File: src/dnc_pkg.sv
/*
  Shared widths, bundles and enums for the DNC output vector datapath.
  Imported by every module of the subsystem.
*/
package dnc_pkg;

  //////////////////////////////
  // Widths
  //////////////////////////////

  // Operands, row sums and outputs
  localparam int DATA_SIZE = 16;

  // Dimension sizes and output index
  localparam int SIZE_WIDTH = 8;

  // Default buffer depth, largest size_y handled
  localparam int DNC_MAX_Y = 8;

  //////////////////////////////
  // Bundles
  //////////////////////////////

  // Problem dimensions, stable from START until READY
  typedef struct packed {
    logic [SIZE_WIDTH-1:0] size_y;
    logic [SIZE_WIDTH-1:0] size_l;
    logic [SIZE_WIDTH-1:0] size_w;
    logic [SIZE_WIDTH-1:0] size_r;
  } dnc_sizes_t;

  // One operand pair with its strobe
  typedef struct packed {
    logic                 valid;
    logic [DATA_SIZE-1:0] a;
    logic [DATA_SIZE-1:0] b;
  } dnc_term_t;

  // One finished dot product
  typedef struct packed {
    logic                 valid;
    logic [DATA_SIZE-1:0] data;
  } dnc_row_t;

  // One element of the output vector
  typedef struct packed {
    logic                  valid;
    logic [SIZE_WIDTH-1:0] index;
    logic [DATA_SIZE-1:0]  data;
  } dnc_y_t;

  //////////////////////////////
  // Enums
  //////////////////////////////

  // Which product the producer is reducing
  typedef enum logic [0:0] {
    PRODUCT_KR,
    PRODUCT_UH
  } dnc_product_op_e;

  // Top level controller
  typedef enum logic [1:0] {
    STARTER_STATE,
    FIRST_PRODUCT_STATE,
    SECOND_PRODUCT_STATE,
    SUMMATION_STATE
  } dnc_state_e;

endpackage
File: src/dnc_output_vector.sv
/*
  DNC controller output vector, y = K.r + U.h. Phase FSM routes the
  operand streams through one producer, the row buffer and the consumer.
*/
module dnc_output_vector #(
  parameter int MAX_Y = dnc_pkg::DNC_MAX_Y
) (
  input  logic                            CLK,
  input  logic                            RST,

  // Control
  input  logic                            START,
  output logic                            READY,
  input  dnc_pkg::dnc_sizes_t             SIZES,

  // K.r operand pairs
  input  logic [dnc_pkg::DATA_SIZE-1:0]   K_IN,
  input  logic [dnc_pkg::DATA_SIZE-1:0]   R_IN,
  input  logic                            K_IN_ENABLE,

  // U.h operand pairs
  input  logic [dnc_pkg::DATA_SIZE-1:0]   U_IN,
  input  logic [dnc_pkg::DATA_SIZE-1:0]   H_IN,
  input  logic                            U_IN_ENABLE,

  // Output elements
  output logic [dnc_pkg::DATA_SIZE-1:0]   Y_OUT,
  output logic [dnc_pkg::SIZE_WIDTH-1:0]  Y_OUT_INDEX,
  output logic                            Y_OUT_ENABLE
);

  import dnc_pkg::*;

  //////////////////////////////
  // Signals
  //////////////////////////////

  dnc_state_e      state;
  dnc_state_e      state_next;

  // Producer side
  logic            prod_start;
  dnc_product_op_e prod_op;
  dnc_term_t       prod_term;
  dnc_row_t        prod_row;
  logic            prod_done;

  // Buffer side
  logic            buf_clear;
  dnc_row_t        buf_push;
  logic            buf_pop;
  logic [DATA_SIZE-1:0] buf_head;

  // Consumer side
  logic            sum_start;
  dnc_row_t        sum_row;
  dnc_y_t          sum_y;
  logic            sum_done;

  logic            run_start;

  //////////////////////////////
  // Phase FSM
  //////////////////////////////

  // START only counts while idle
  assign run_start = (state == STARTER_STATE) && START;

  always_comb begin
    state_next = state;
    case (state)
      STARTER_STATE: begin
        if (START) begin
          state_next = FIRST_PRODUCT_STATE;
        end
      end
      FIRST_PRODUCT_STATE: begin
        if (prod_done) begin
          state_next = SECOND_PRODUCT_STATE;
        end
      end
      SECOND_PRODUCT_STATE: begin
        if (prod_done) begin
          state_next = SUMMATION_STATE;
        end
      end
      SUMMATION_STATE: begin
        if (sum_done) begin
          state_next = STARTER_STATE;
        end
      end
      default: state_next = STARTER_STATE;
    endcase
  end

  always_ff @(posedge CLK or posedge RST) begin
    if (RST) begin
      state <= STARTER_STATE;
    end else begin
      state <= state_next;
    end
  end

  //////////////////////////////
  // Routing
  //////////////////////////////

  // Producer restarts for U.h after the last K.r row
  assign prod_start = run_start || ((state == FIRST_PRODUCT_STATE) && prod_done);
  assign prod_op    = (state == SECOND_PRODUCT_STATE) ? PRODUCT_UH : PRODUCT_KR;
  assign buf_clear  = run_start;
  assign sum_start  = run_start;

  // Operand pair by phase, stray strobes dropped
  always_comb begin
    prod_term.a     = K_IN;
    prod_term.b     = R_IN;
    prod_term.valid = 1'b0;
    if (state == FIRST_PRODUCT_STATE) begin
      prod_term.valid = K_IN_ENABLE;
    end else if (state == SECOND_PRODUCT_STATE) begin
      prod_term.a     = U_IN;
      prod_term.b     = H_IN;
      prod_term.valid = U_IN_ENABLE;
    end
  end

  // K.r rows fill the buffer, U.h rows feed the adder
  assign buf_push.valid = prod_row.valid && (state == FIRST_PRODUCT_STATE);
  assign buf_push.data  = prod_row.data;
  assign sum_row.valid  = prod_row.valid && (state == SECOND_PRODUCT_STATE);
  assign sum_row.data   = prod_row.data;

  //////////////////////////////
  // Datapath
  //////////////////////////////

  dnc_matrix_product u_dnc_matrix_product (
    .CLK   (CLK),
    .RST   (RST),
    .start (prod_start),
    .op    (prod_op),
    .sizes (SIZES),
    .term  (prod_term),
    .row   (prod_row),
    .done  (prod_done)
  );

  dnc_vector_buffer #(
    .MAX_Y (MAX_Y)
  ) u_dnc_vector_buffer (
    .CLK   (CLK),
    .RST   (RST),
    .clear (buf_clear),
    .push  (buf_push),
    .pop   (buf_pop),
    .head  (buf_head)
  );

  dnc_vector_summation u_dnc_vector_summation (
    .CLK    (CLK),
    .RST    (RST),
    .start  (sum_start),
    .size_y (SIZES.size_y),
    .row_in (sum_row),
    .head   (buf_head),
    .pop    (buf_pop),
    .y_out  (sum_y),
    .done   (sum_done)
  );

  // Last element marks the end of the run
  assign READY        = sum_done;
  assign Y_OUT        = sum_y.data;
  assign Y_OUT_INDEX  = sum_y.index;
  assign Y_OUT_ENABLE = sum_y.valid;

endmodule

File: src/dnc_vector_summation.sv
/*
  Summation consumer. Adds each incoming U.h row sum to the buffered K.r
  sum and emits the indexed output element one cycle later.
*/
module dnc_vector_summation (
  input  logic                            CLK,
  input  logic                            RST,
  input  logic                            start,
  input  logic [dnc_pkg::SIZE_WIDTH-1:0]  size_y,
  input  dnc_pkg::dnc_row_t               row_in,
  input  logic [dnc_pkg::DATA_SIZE-1:0]   head,
  output logic                            pop,
  output dnc_pkg::dnc_y_t                 y_out,
  output logic                            done
);

  import dnc_pkg::*;

  //////////////////////////////
  // Signals
  //////////////////////////////

  // Index of the next element
  logic [SIZE_WIDTH-1:0] index;
  logic                  last_index;

  logic                  y_valid;
  logic [SIZE_WIDTH-1:0] y_index;
  logic [DATA_SIZE-1:0]  y_data;

  assign last_index = (index == size_y - 1'b1);

  // Buffer entry consumed with each arriving row
  assign pop = row_in.valid;

  //////////////////////////////
  // Index and strobes
  //////////////////////////////

  always_ff @(posedge CLK or posedge RST) begin
    if (RST) begin
      index   <= '0;
      y_valid <= 1'b0;
      done    <= 1'b0;
    end else begin
      y_valid <= row_in.valid;
      done    <= row_in.valid && last_index;
      if (start) begin
        index <= '0;
      end else if (row_in.valid) begin
        index <= index + 1'b1;
      end
    end
  end

  // Output element, wrapping sum
  always_ff @(posedge CLK) begin
    if (row_in.valid) begin
      y_index <= index;
      y_data  <= head + row_in.data;
    end
  end

  assign y_out.valid = y_valid;
  assign y_out.index = y_index;
  assign y_out.data  = y_data;

endmodule

File: src/dnc_vector_buffer.sv
/*
  Circular FIFO holding the K.r row sums until the U.h rows come in.
  The oldest entry shows on head without a clock delay.
*/
module dnc_vector_buffer #(
  parameter int MAX_Y = dnc_pkg::DNC_MAX_Y
) (
  input  logic                           CLK,
  input  logic                           RST,
  input  logic                           clear,
  input  dnc_pkg::dnc_row_t              push,
  input  logic                           pop,
  output logic [dnc_pkg::DATA_SIZE-1:0]  head
);

  import dnc_pkg::*;

  //////////////////////////////
  // Geometry
  //////////////////////////////

  // At least one pointer bit for a single entry
  localparam int PTR_W = (MAX_Y > 1) ? $clog2(MAX_Y) : 1;
  localparam logic [PTR_W-1:0] LAST_PTR = PTR_W'(MAX_Y - 1);

  //////////////////////////////
  // Storage
  //////////////////////////////

  logic [DATA_SIZE-1:0] mem [MAX_Y];
  logic [PTR_W-1:0]     wr_ptr;
  logic [PTR_W-1:0]     rd_ptr;

  // Next pointer with wrap for any depth
  function automatic logic [PTR_W-1:0] ptr_inc(input logic [PTR_W-1:0] ptr);
    logic [PTR_W-1:0] nxt;
    if (ptr == LAST_PTR) begin
      nxt = '0;
    end else begin
      nxt = ptr + 1'b1;
    end
    return nxt;
  endfunction

  //////////////////////////////
  // Pointers
  //////////////////////////////

  always_ff @(posedge CLK or posedge RST) begin
    if (RST) begin
      wr_ptr <= '0;
      rd_ptr <= '0;
    end else if (clear) begin
      // New run starts empty
      wr_ptr <= '0;
      rd_ptr <= '0;
    end else begin
      if (push.valid) begin
        wr_ptr <= ptr_inc(wr_ptr);
      end
      if (pop) begin
        rd_ptr <= ptr_inc(rd_ptr);
      end
    end
  end

  // Entry write
  always_ff @(posedge CLK) begin
    if (push.valid) begin
      mem[wr_ptr] <= push.data;
    end
  end

  // Head of queue, read by consumer in the popping cycle
  assign head = mem[rd_ptr];

endmodule

File: src/dnc_matrix_product.sv
/*
  Multiply-accumulate producer. Reduces a stream of operand pairs into one
  dot product per output row; row length follows op and sizes.
*/
module dnc_matrix_product (
  input  logic                        CLK,
  input  logic                        RST,
  input  logic                        start,
  input  dnc_pkg::dnc_product_op_e    op,
  input  dnc_pkg::dnc_sizes_t         sizes,
  input  dnc_pkg::dnc_term_t          term,
  output dnc_pkg::dnc_row_t           row,
  output logic                        done
);

  import dnc_pkg::*;

  //////////////////////////////
  // Signals
  //////////////////////////////

  // Terms per row, up to size_r*size_w
  logic [2*SIZE_WIDTH-1:0] row_len;
  logic [2*SIZE_WIDTH-1:0] term_cnt;
  logic [SIZE_WIDTH-1:0]   row_cnt;

  logic [DATA_SIZE-1:0]    acc;
  logic [DATA_SIZE-1:0]    product;
  logic [DATA_SIZE-1:0]    acc_sum;

  logic                    last_term;
  logic                    last_row;

  logic                    row_valid;
  logic [DATA_SIZE-1:0]    row_data;

  //////////////////////////////
  // Row geometry
  //////////////////////////////

  // K.r rows span all i and k, U.h rows span l
  always_comb begin
    if (op == PRODUCT_KR) begin
      row_len = sizes.size_r * sizes.size_w;
    end else begin
      row_len = {{SIZE_WIDTH{1'b0}}, sizes.size_l};
    end
  end

  assign last_term = (term_cnt == row_len - 1'b1);
  assign last_row  = (row_cnt == sizes.size_y - 1'b1);

  // Wraps at DATA_SIZE bits
  assign product = term.a * term.b;
  assign acc_sum = acc + product;

  //////////////////////////////
  // Counters and strobes
  //////////////////////////////

  always_ff @(posedge CLK or posedge RST) begin
    if (RST) begin
      term_cnt  <= '0;
      row_cnt   <= '0;
      acc       <= '0;
      row_valid <= 1'b0;
      done      <= 1'b0;
    end else begin
      row_valid <= 1'b0;
      done      <= 1'b0;
      // Start wins over a term in the same cycle
      if (start) begin
        term_cnt <= '0;
        row_cnt  <= '0;
        acc      <= '0;
      end else if (term.valid) begin
        if (last_term) begin
          // Row complete, restart accumulation
          term_cnt  <= '0;
          acc       <= '0;
          row_valid <= 1'b1;
          done      <= last_row;
          row_cnt   <= last_row ? '0 : row_cnt + 1'b1;
        end else begin
          term_cnt <= term_cnt + 1'b1;
          acc      <= acc_sum;
        end
      end
    end
  end

  // Finished row sum
  always_ff @(posedge CLK) begin
    if (!start && term.valid && last_term) begin
      row_data <= acc_sum;
    end
  end

  assign row.valid = row_valid;
  assign row.data  = row_data;

endmodule

File: config.mk
export PLATFORM = sky130hd
export DESIGN_NAME = dnc_output_vector
export DESIGN_NICKNAME = d
export VERILOG_FILES = /design/src/dnc_pkg.sv /design/src/dnc_output_vector.sv /design/src/dnc_vector_summation.sv /design/src/dnc_vector_buffer.sv /design/src/dnc_matrix_product.sv
export SDC_FILE = /design/constraint.sdc
export NUM_CORES = 1
export LEC_CHECK = 0
export ABC_AREA = 1
export BUFFER_PORTS_ARGS = -buffer_cell sky130_fd_sc_hd__buf_2
export CAP_MARGIN = 20
export CORE_MARGIN = 2
export CORE_UTILIZATION = 35
export CTS_BUF_LIST = sky130_fd_sc_hd__clkbuf_8
export DETAILED_ROUTE_END_ITERATION = 16
export GPL_ROUTABILITY_DRIVEN = 0
export PLACE_DENSITY = 0.5
export REMOVE_ABC_BUFFERS = 1
export SLEW_MARGIN = 20
export SYNTH_ARGS = -nofsm -noshare
export SYNTH_HDL_FRONTEND = slang
export SYNTH_SLANG_ARGS = --single-unit
File: constraint.sdc
create_clock -name CLK -period 19 [get_ports CLK]
set_input_delay 0.95 -clock CLK [delete_from_list [all_inputs] [get_ports CLK]]
set_output_delay 0.95 -clock CLK [all_outputs]
set_load 0.005 [all_outputs]
Word-level counts from Yosys, hierarchy flattened
Memories as Yosys holds them, arrays and structs flattened.
Index checks and enable logic that the tools add are counted.
{ "word_totals": {"mem_bits_ro": 0, "n_memories": 1, "in_bits": 101, "register_bits": 100, "mem_bits_rw": 128, "latch_bits": 0} }
{ "mem_list": {"columns": ["memory", "words", "word_bits", "rd", "rd_clocked_by_memory_dff", "wr", "line_no", "text"], "rows": [
  ["u_dnc_vector_buffer.mem", 8, 16, 1, 0, 1, "dnc_vector_buffer.sv:30", "logic [DATA_SIZE-1:0] mem [MAX_Y];"]
]} }
{ "classes": {"div": 0, "n_eq_ne": 12, "n_bitwise": 0, "n_mux": 36, "reduce_logical": 16, "order_cmp": 0, "mul": 2, "n_addsub": 9, "shift": 0} }
{ "op_table": {"columns": ["cell", "count"], "rows": [
  ["$mux 16", 7],
  ["$mux 8", 6],
  ["$mux 33", 1],
  ["$add 16x16->16", 2],
  ["$mux 32", 1],
  ["$mux 3", 6],
  ["$add 16x1->16 const B", 1],
  ["$add 8x1->8 const B", 2],
  ["$eq 16x16->1", 1],
  ["$eq 8x8->1", 2],
  ["$mul 16x16->16", 1],
  ["$mul 8x8->16", 1],
  ["$sub 16x1->16 const B", 1],
  ["$mux 1", 10],
  ["$mux 2", 4],
  ["$pmux 2 s4", 1],
  ["$reduce_bool 2->1", 4],
  ["$sub 8x1->8 const B", 1],
  ["$logic_and 1x1->1", 7],
  ["$add 3x1->3 const B", 2],
  ["$eq 3x3->1 const B", 2],
  ["$ne 2x1->1 const B", 3],
  ["$eq 2x2->1 const B", 2],
  ["$reduce_and 4->1", 1],
  ["other kinds (6)", 6]
]} }

Logic depth before layout (Yosys ltp)
{ "logic_depth": {"depth_word": 8, "mapped_depth": 38, "mapped_depth_nobuf": 36} }

By module
A second synthesis with hierarchy kept.
{ "unflattened": {"hier_cells": 2487, "hier_area_um2": 19636.3} }
{ "by_module_without_submodules": {"columns": ["module", "area_each_um2", "n_inst", "cells_each"], "rows": [
  ["dnc_matrix_product", 10552.6, 1, 1439],
  ["dnc_vector_buffer", 5977.0, 1, 600],
  ["dnc_vector_summation", 2349.8, 1, 302],
  ["dnc_output_vector", 757.0, 1, 146]
]} }

Worst setup path before layout
Ideal clock, no wire load.
{ "synth_timing": {"kind": "register to register", "start": "reg state[0]", "end": "reg u_dnc_matrix_product.acc[14]", "path_buffers": 2, "synth_period_minus_slack_ns": 6.020, "path_stages_with_launch": 28, "arrival_ns": 5.955, "path_slack_ns": 12.980, "t_required_ns": 18.934, "path_cell_list": "dfrtp_1 -> inv_1 -> ha_1 -> buf_6 -> nand2_2 -> inv_2 -> buf_4 -> or2_2 -> o21ai_0 -> nor2_1 -> fa_1 -> inv_1 -> fa_1 -> fa_1 -> inv_1 -> fa_1 -> fa_1 -> inv_1 -> fa_1 -> inv_1 -> ha_1 -> inv_1 -> o31ai_1 -> a21oi_1 -> o21ai_0 -> xor2_1 -> nand4_1 -> nand2_1"} }
{ "synth_via": {"elab_chain_len": 8, "elab_cells_between_ends": 19, "cone_classes": "2 x add/sub; 1 x mul; 3 x eq/ne; 8 x mux; 5 x reduce/logical"} }
{ "synth_rtl": {"columns": ["item", "line_no", "text"], "rows": [
  ["start, declared", "dnc_output_vector.sv:38", "dnc_state_e state;"],
  ["start signal, assigned", "dnc_output_vector.sv:100", "state <= state_next;"],
  ["$eq 2x2->1", "dnc_output_vector.sv:121", "end else if (state == SECOND_PRODUCT_STATE) begin"],
  ["$mux 33", "dnc_output_vector.sv:121", null],
  ["$mux 32 *", "dnc_output_vector.sv:119", "if (state == FIRST_PRODUCT_STATE) begin"],
  ["$mul 16x16->16 *", "dnc_matrix_product.sv:54", "assign product = term.a * term.b;"],
  ["$add 16x16->16 *", "dnc_matrix_product.sv:55", "assign acc_sum = acc + product;"],
  ["net u_dnc_matrix_product.acc_sum[14]", "dnc_matrix_product.sv:29", "logic [DATA_SIZE-1:0] acc_sum;"],
  ["$mux 16 *", "dnc_matrix_product.sv:77", "if (last_term) begin"],
  ["$mux 16 *", "dnc_matrix_product.sv:76", "end else if (term.valid) begin"],
  ["$mux 16 *", "dnc_matrix_product.sv:72", "if (start) begin"],
  ["end signal, assigned", "dnc_matrix_product.sv:86", "acc <= acc_sum;"],
  ["end, declared", "dnc_matrix_product.sv:27", "logic [DATA_SIZE-1:0] acc;"]
]} }
The timed path passes the listed nets; every way through them passes the cells marked *. The select of a mux whose other input is x is not followed.
A chain may end at the register's enable or synchronous reset.

Worst setup path after layout
Ends and elaborated chain as after synthesis.

==> flow_summary.ini <==
[hold_path]
min_from = u_dnc_vector_summation.index[7]
whs_path_depth = 0
whs_endpoint = u_dnc_vector_summation.y_index[7]
hold_path.class = flip-flop to flip-flop

[critical_path]
cp_max_fo = 49
ff2ff_setup_slack_ns = 11.11
end_kind = flip-flop
max_stage_delay_ns = 0.67
rr_startpoint = state[0]
path_class = flip-flop to flip-flop
reg2regPathDepth = 26
slowest_stage = nand2_2
cp-start-kind = flip-flop
crit_required_ns = 19.47
r2r_end = u_dnc_matrix_product.acc[14]
arrival_ns = 8.36

[clocking]
cts_resized = 0
cts-buffers-inserted = 38
cts_hold_buf = 0
cts_setup_buffers = 0
path_clk_slew_ns = 0.06
clk_path_buf_depth = 3
tritoncts = done
clock_latency_ns = 0.55
cts_root_buffer = clkbuf_8
clock_sinks = 228
htree_levels = 2

[synth]
synthDominantCellAreaShare = 0.279
ys_async_sr_fraction = 0.263
netlist_instances = 2136
netlist_area_um2 = 18100
ys.flop_type = edfxtp_1
synth.avg_cell_area_um2 = 8.45
synth-edff-count = 168
seq_area_frac_synth = 0.363
synth.distinct_cells = 42
ys_top_cells_by_area = edfxtp_1 28%, fa_1 15%, nand2_1 9.7%
ys_warn_count = 0
yosysTopAreaCell = edfxtp_1
synth_seq_cells = 228

[sta]
finalSetupViolations = 0
grt_setup_unrepaired = false
tns_ns = 0
fmax_mhz = 127
whs_ns = 0.449
layout_min_cycle_time_ns = 7.89
slew_viol_final = 0
skew_ns = 0.0301
post-route-period-util = 0.415
max_slew_margin = 0.300
worstMarginPinSlew_ns = 1.05
fin_ws_ns = 11.11
hold_violations = 0

[drt]
drtPass1Iterations = 5
antenna_left = 0
route.detailed.drc = 0
routed_wl_um = 44900
drt_iter0_drc = 622
wire_per_inst_um = 15.2
via_count = 13900
vias_per_cell = 4.70

[final_layout]
mostFrequentLayoutCells = 466 x nand2_1, 421 x inv_1, 236 x nor2_1
layout_commonest_cell = nand2_1
final_layout_size_suffix_gt1_frac = 0.0977
syn_to_final_growth_pct = 11.0
diodes = 0
fillers = 5208
final_nets = 2604

[place]
dp_worst_setup_slack_ns = 11.10
port_buffers = 126
hpwlAfterDp_um = 33500

[global_routing]
track_usage = 0.173
grt_max_degree = 68
antenna_found_initial = 1
grt_pass1_wl_um = 74500
overflow = 0
grt_pass1_vias = 14300

[die]
core_um2 = 51200
die_y_um = 231
io_pins = 127
rows = 83
start_util = 0.353
fp.dieW_um = 231
dieArea_um2 = 53400

[status]
status = completed

[flow_run]
drv_cap = 0
## sequential cells by signal, indices dropped and copies added (netlist names)
register,flops
u_dnc_matrix_product.row_cnt,8
u_dnc_vector_summation.y_index,8
u_dnc_matrix_product.row_valid,1
u_dnc_matrix_product.term_cnt,16
state,2
u_dnc_matrix_product.acc,16
u_dnc_vector_buffer.rd_ptr,3
u_dnc_vector_buffer.mem,128
u_dnc_vector_summation.index,8
u_dnc_matrix_product.done,1
u_dnc_vector_summation.y_data,16
u_dnc_vector_summation.y_valid,1
u_dnc_vector_summation.done,1
u_dnc_vector_buffer.wr_ptr,3
u_dnc_matrix_product.row_data,16
## Yosys cell counts, types with 2 or more instances
cell         n
o21ai_2      6
o2111ai_1    2
o21ai_0    105
nor4_1       2
nor2_1     236
nand2_2      6
xnor2_1     16
nand4_1     39
a21oi_1     55
xor2_1      60
nor2_4       3
nand3b_1    12
or2_2        2
o21bai_1     5
clkbuf_1    50
o22ai_1     19
clkinv_1     3
a31oi_1     15
edfxtp_1   168
nor2_2       5
o21ai_1     12
buf_6        5
a21o_1       2
nor3_1      16
dfrtp_1     60
nand3_1     87
and2_1       2
nand2_1    466
fa_1       131
inv_2        5
nand3_2      2
o31ai_1      2
nor3_2       2
buf_2        6
inv_1      404
buf_4        3
ha_1       117
## per-layer routing
metal  GRT usage  part of all wire  vias up
met5           0                 0        -
met4      0.0371             0.016        0
met3      0.0228             0.040       52
met2       0.303              0.48      279
met1       0.229              0.47     6610
li1            -                 -     6977
## worst max-delay path, delay by kind of cell (launching register included)
kind            cells  cell delay [ns]
compound gates      3             0.71
flops               1             0.40
fa+ha+maj           8             3.69
xor+xnor            1             0.21
buf+inv             8             1.29
simple gates        6             1.51
## worst max-delay path by stage
stage / startpoint / end
after floorplan: state[0] / u_dnc_matrix_product.acc[14]
after global placement: state[0] / u_dnc_matrix_product.acc[14]
after detailed placement: state[0] / u_dnc_matrix_product.acc[14]
after CTS: state[0] / u_dnc_matrix_product.acc[14]
after global routing: state[0] / u_dnc_matrix_product.acc[14]
final: state[0] / u_dnc_matrix_product.acc[14]
## through the flow
stage / instances / instance area [um2] / util
floorplan: 2071 / 17800 / -
global placement: 2895 / 19400 / 0.378
detailed placement: 2895 / 19400 / 0.378
CTS: 2962 / 20000 / 0.392
global route: 2962 / 20000 / 0.392
finish: 2962 / 20000 / 0.392
## cells by family after synthesis
group           Yosys count  synth area share
compound gates          226            0.0687
xor+xnor                 76            0.0369
fa+ha+maj               248             0.226
buf+inv                 477             0.102
flops                   228             0.363
simple gates            881             0.203
## area by class of cell
| type | count | area [um2] | share of cell area |
|---|---|---|---|
| clock inverter | 26 | 108 | 0.00537 |
| inverter | 412 | 1550 | 0.0771 |
| tap | 680 | 851 | 0.0424 |
| timing repair buffer | 144 | 766 | 0.0382 |
| multi-input combinational | 1431 | 9670 | 0.482 |
| sequential | 228 | 6550 | 0.327 |
| clock buffer | 41 | 564 | 0.0281 |
Power is left out: the tool's default activity adds up to more than one toggle a clock period on the data nets, which glitch-free logic cannot reach.
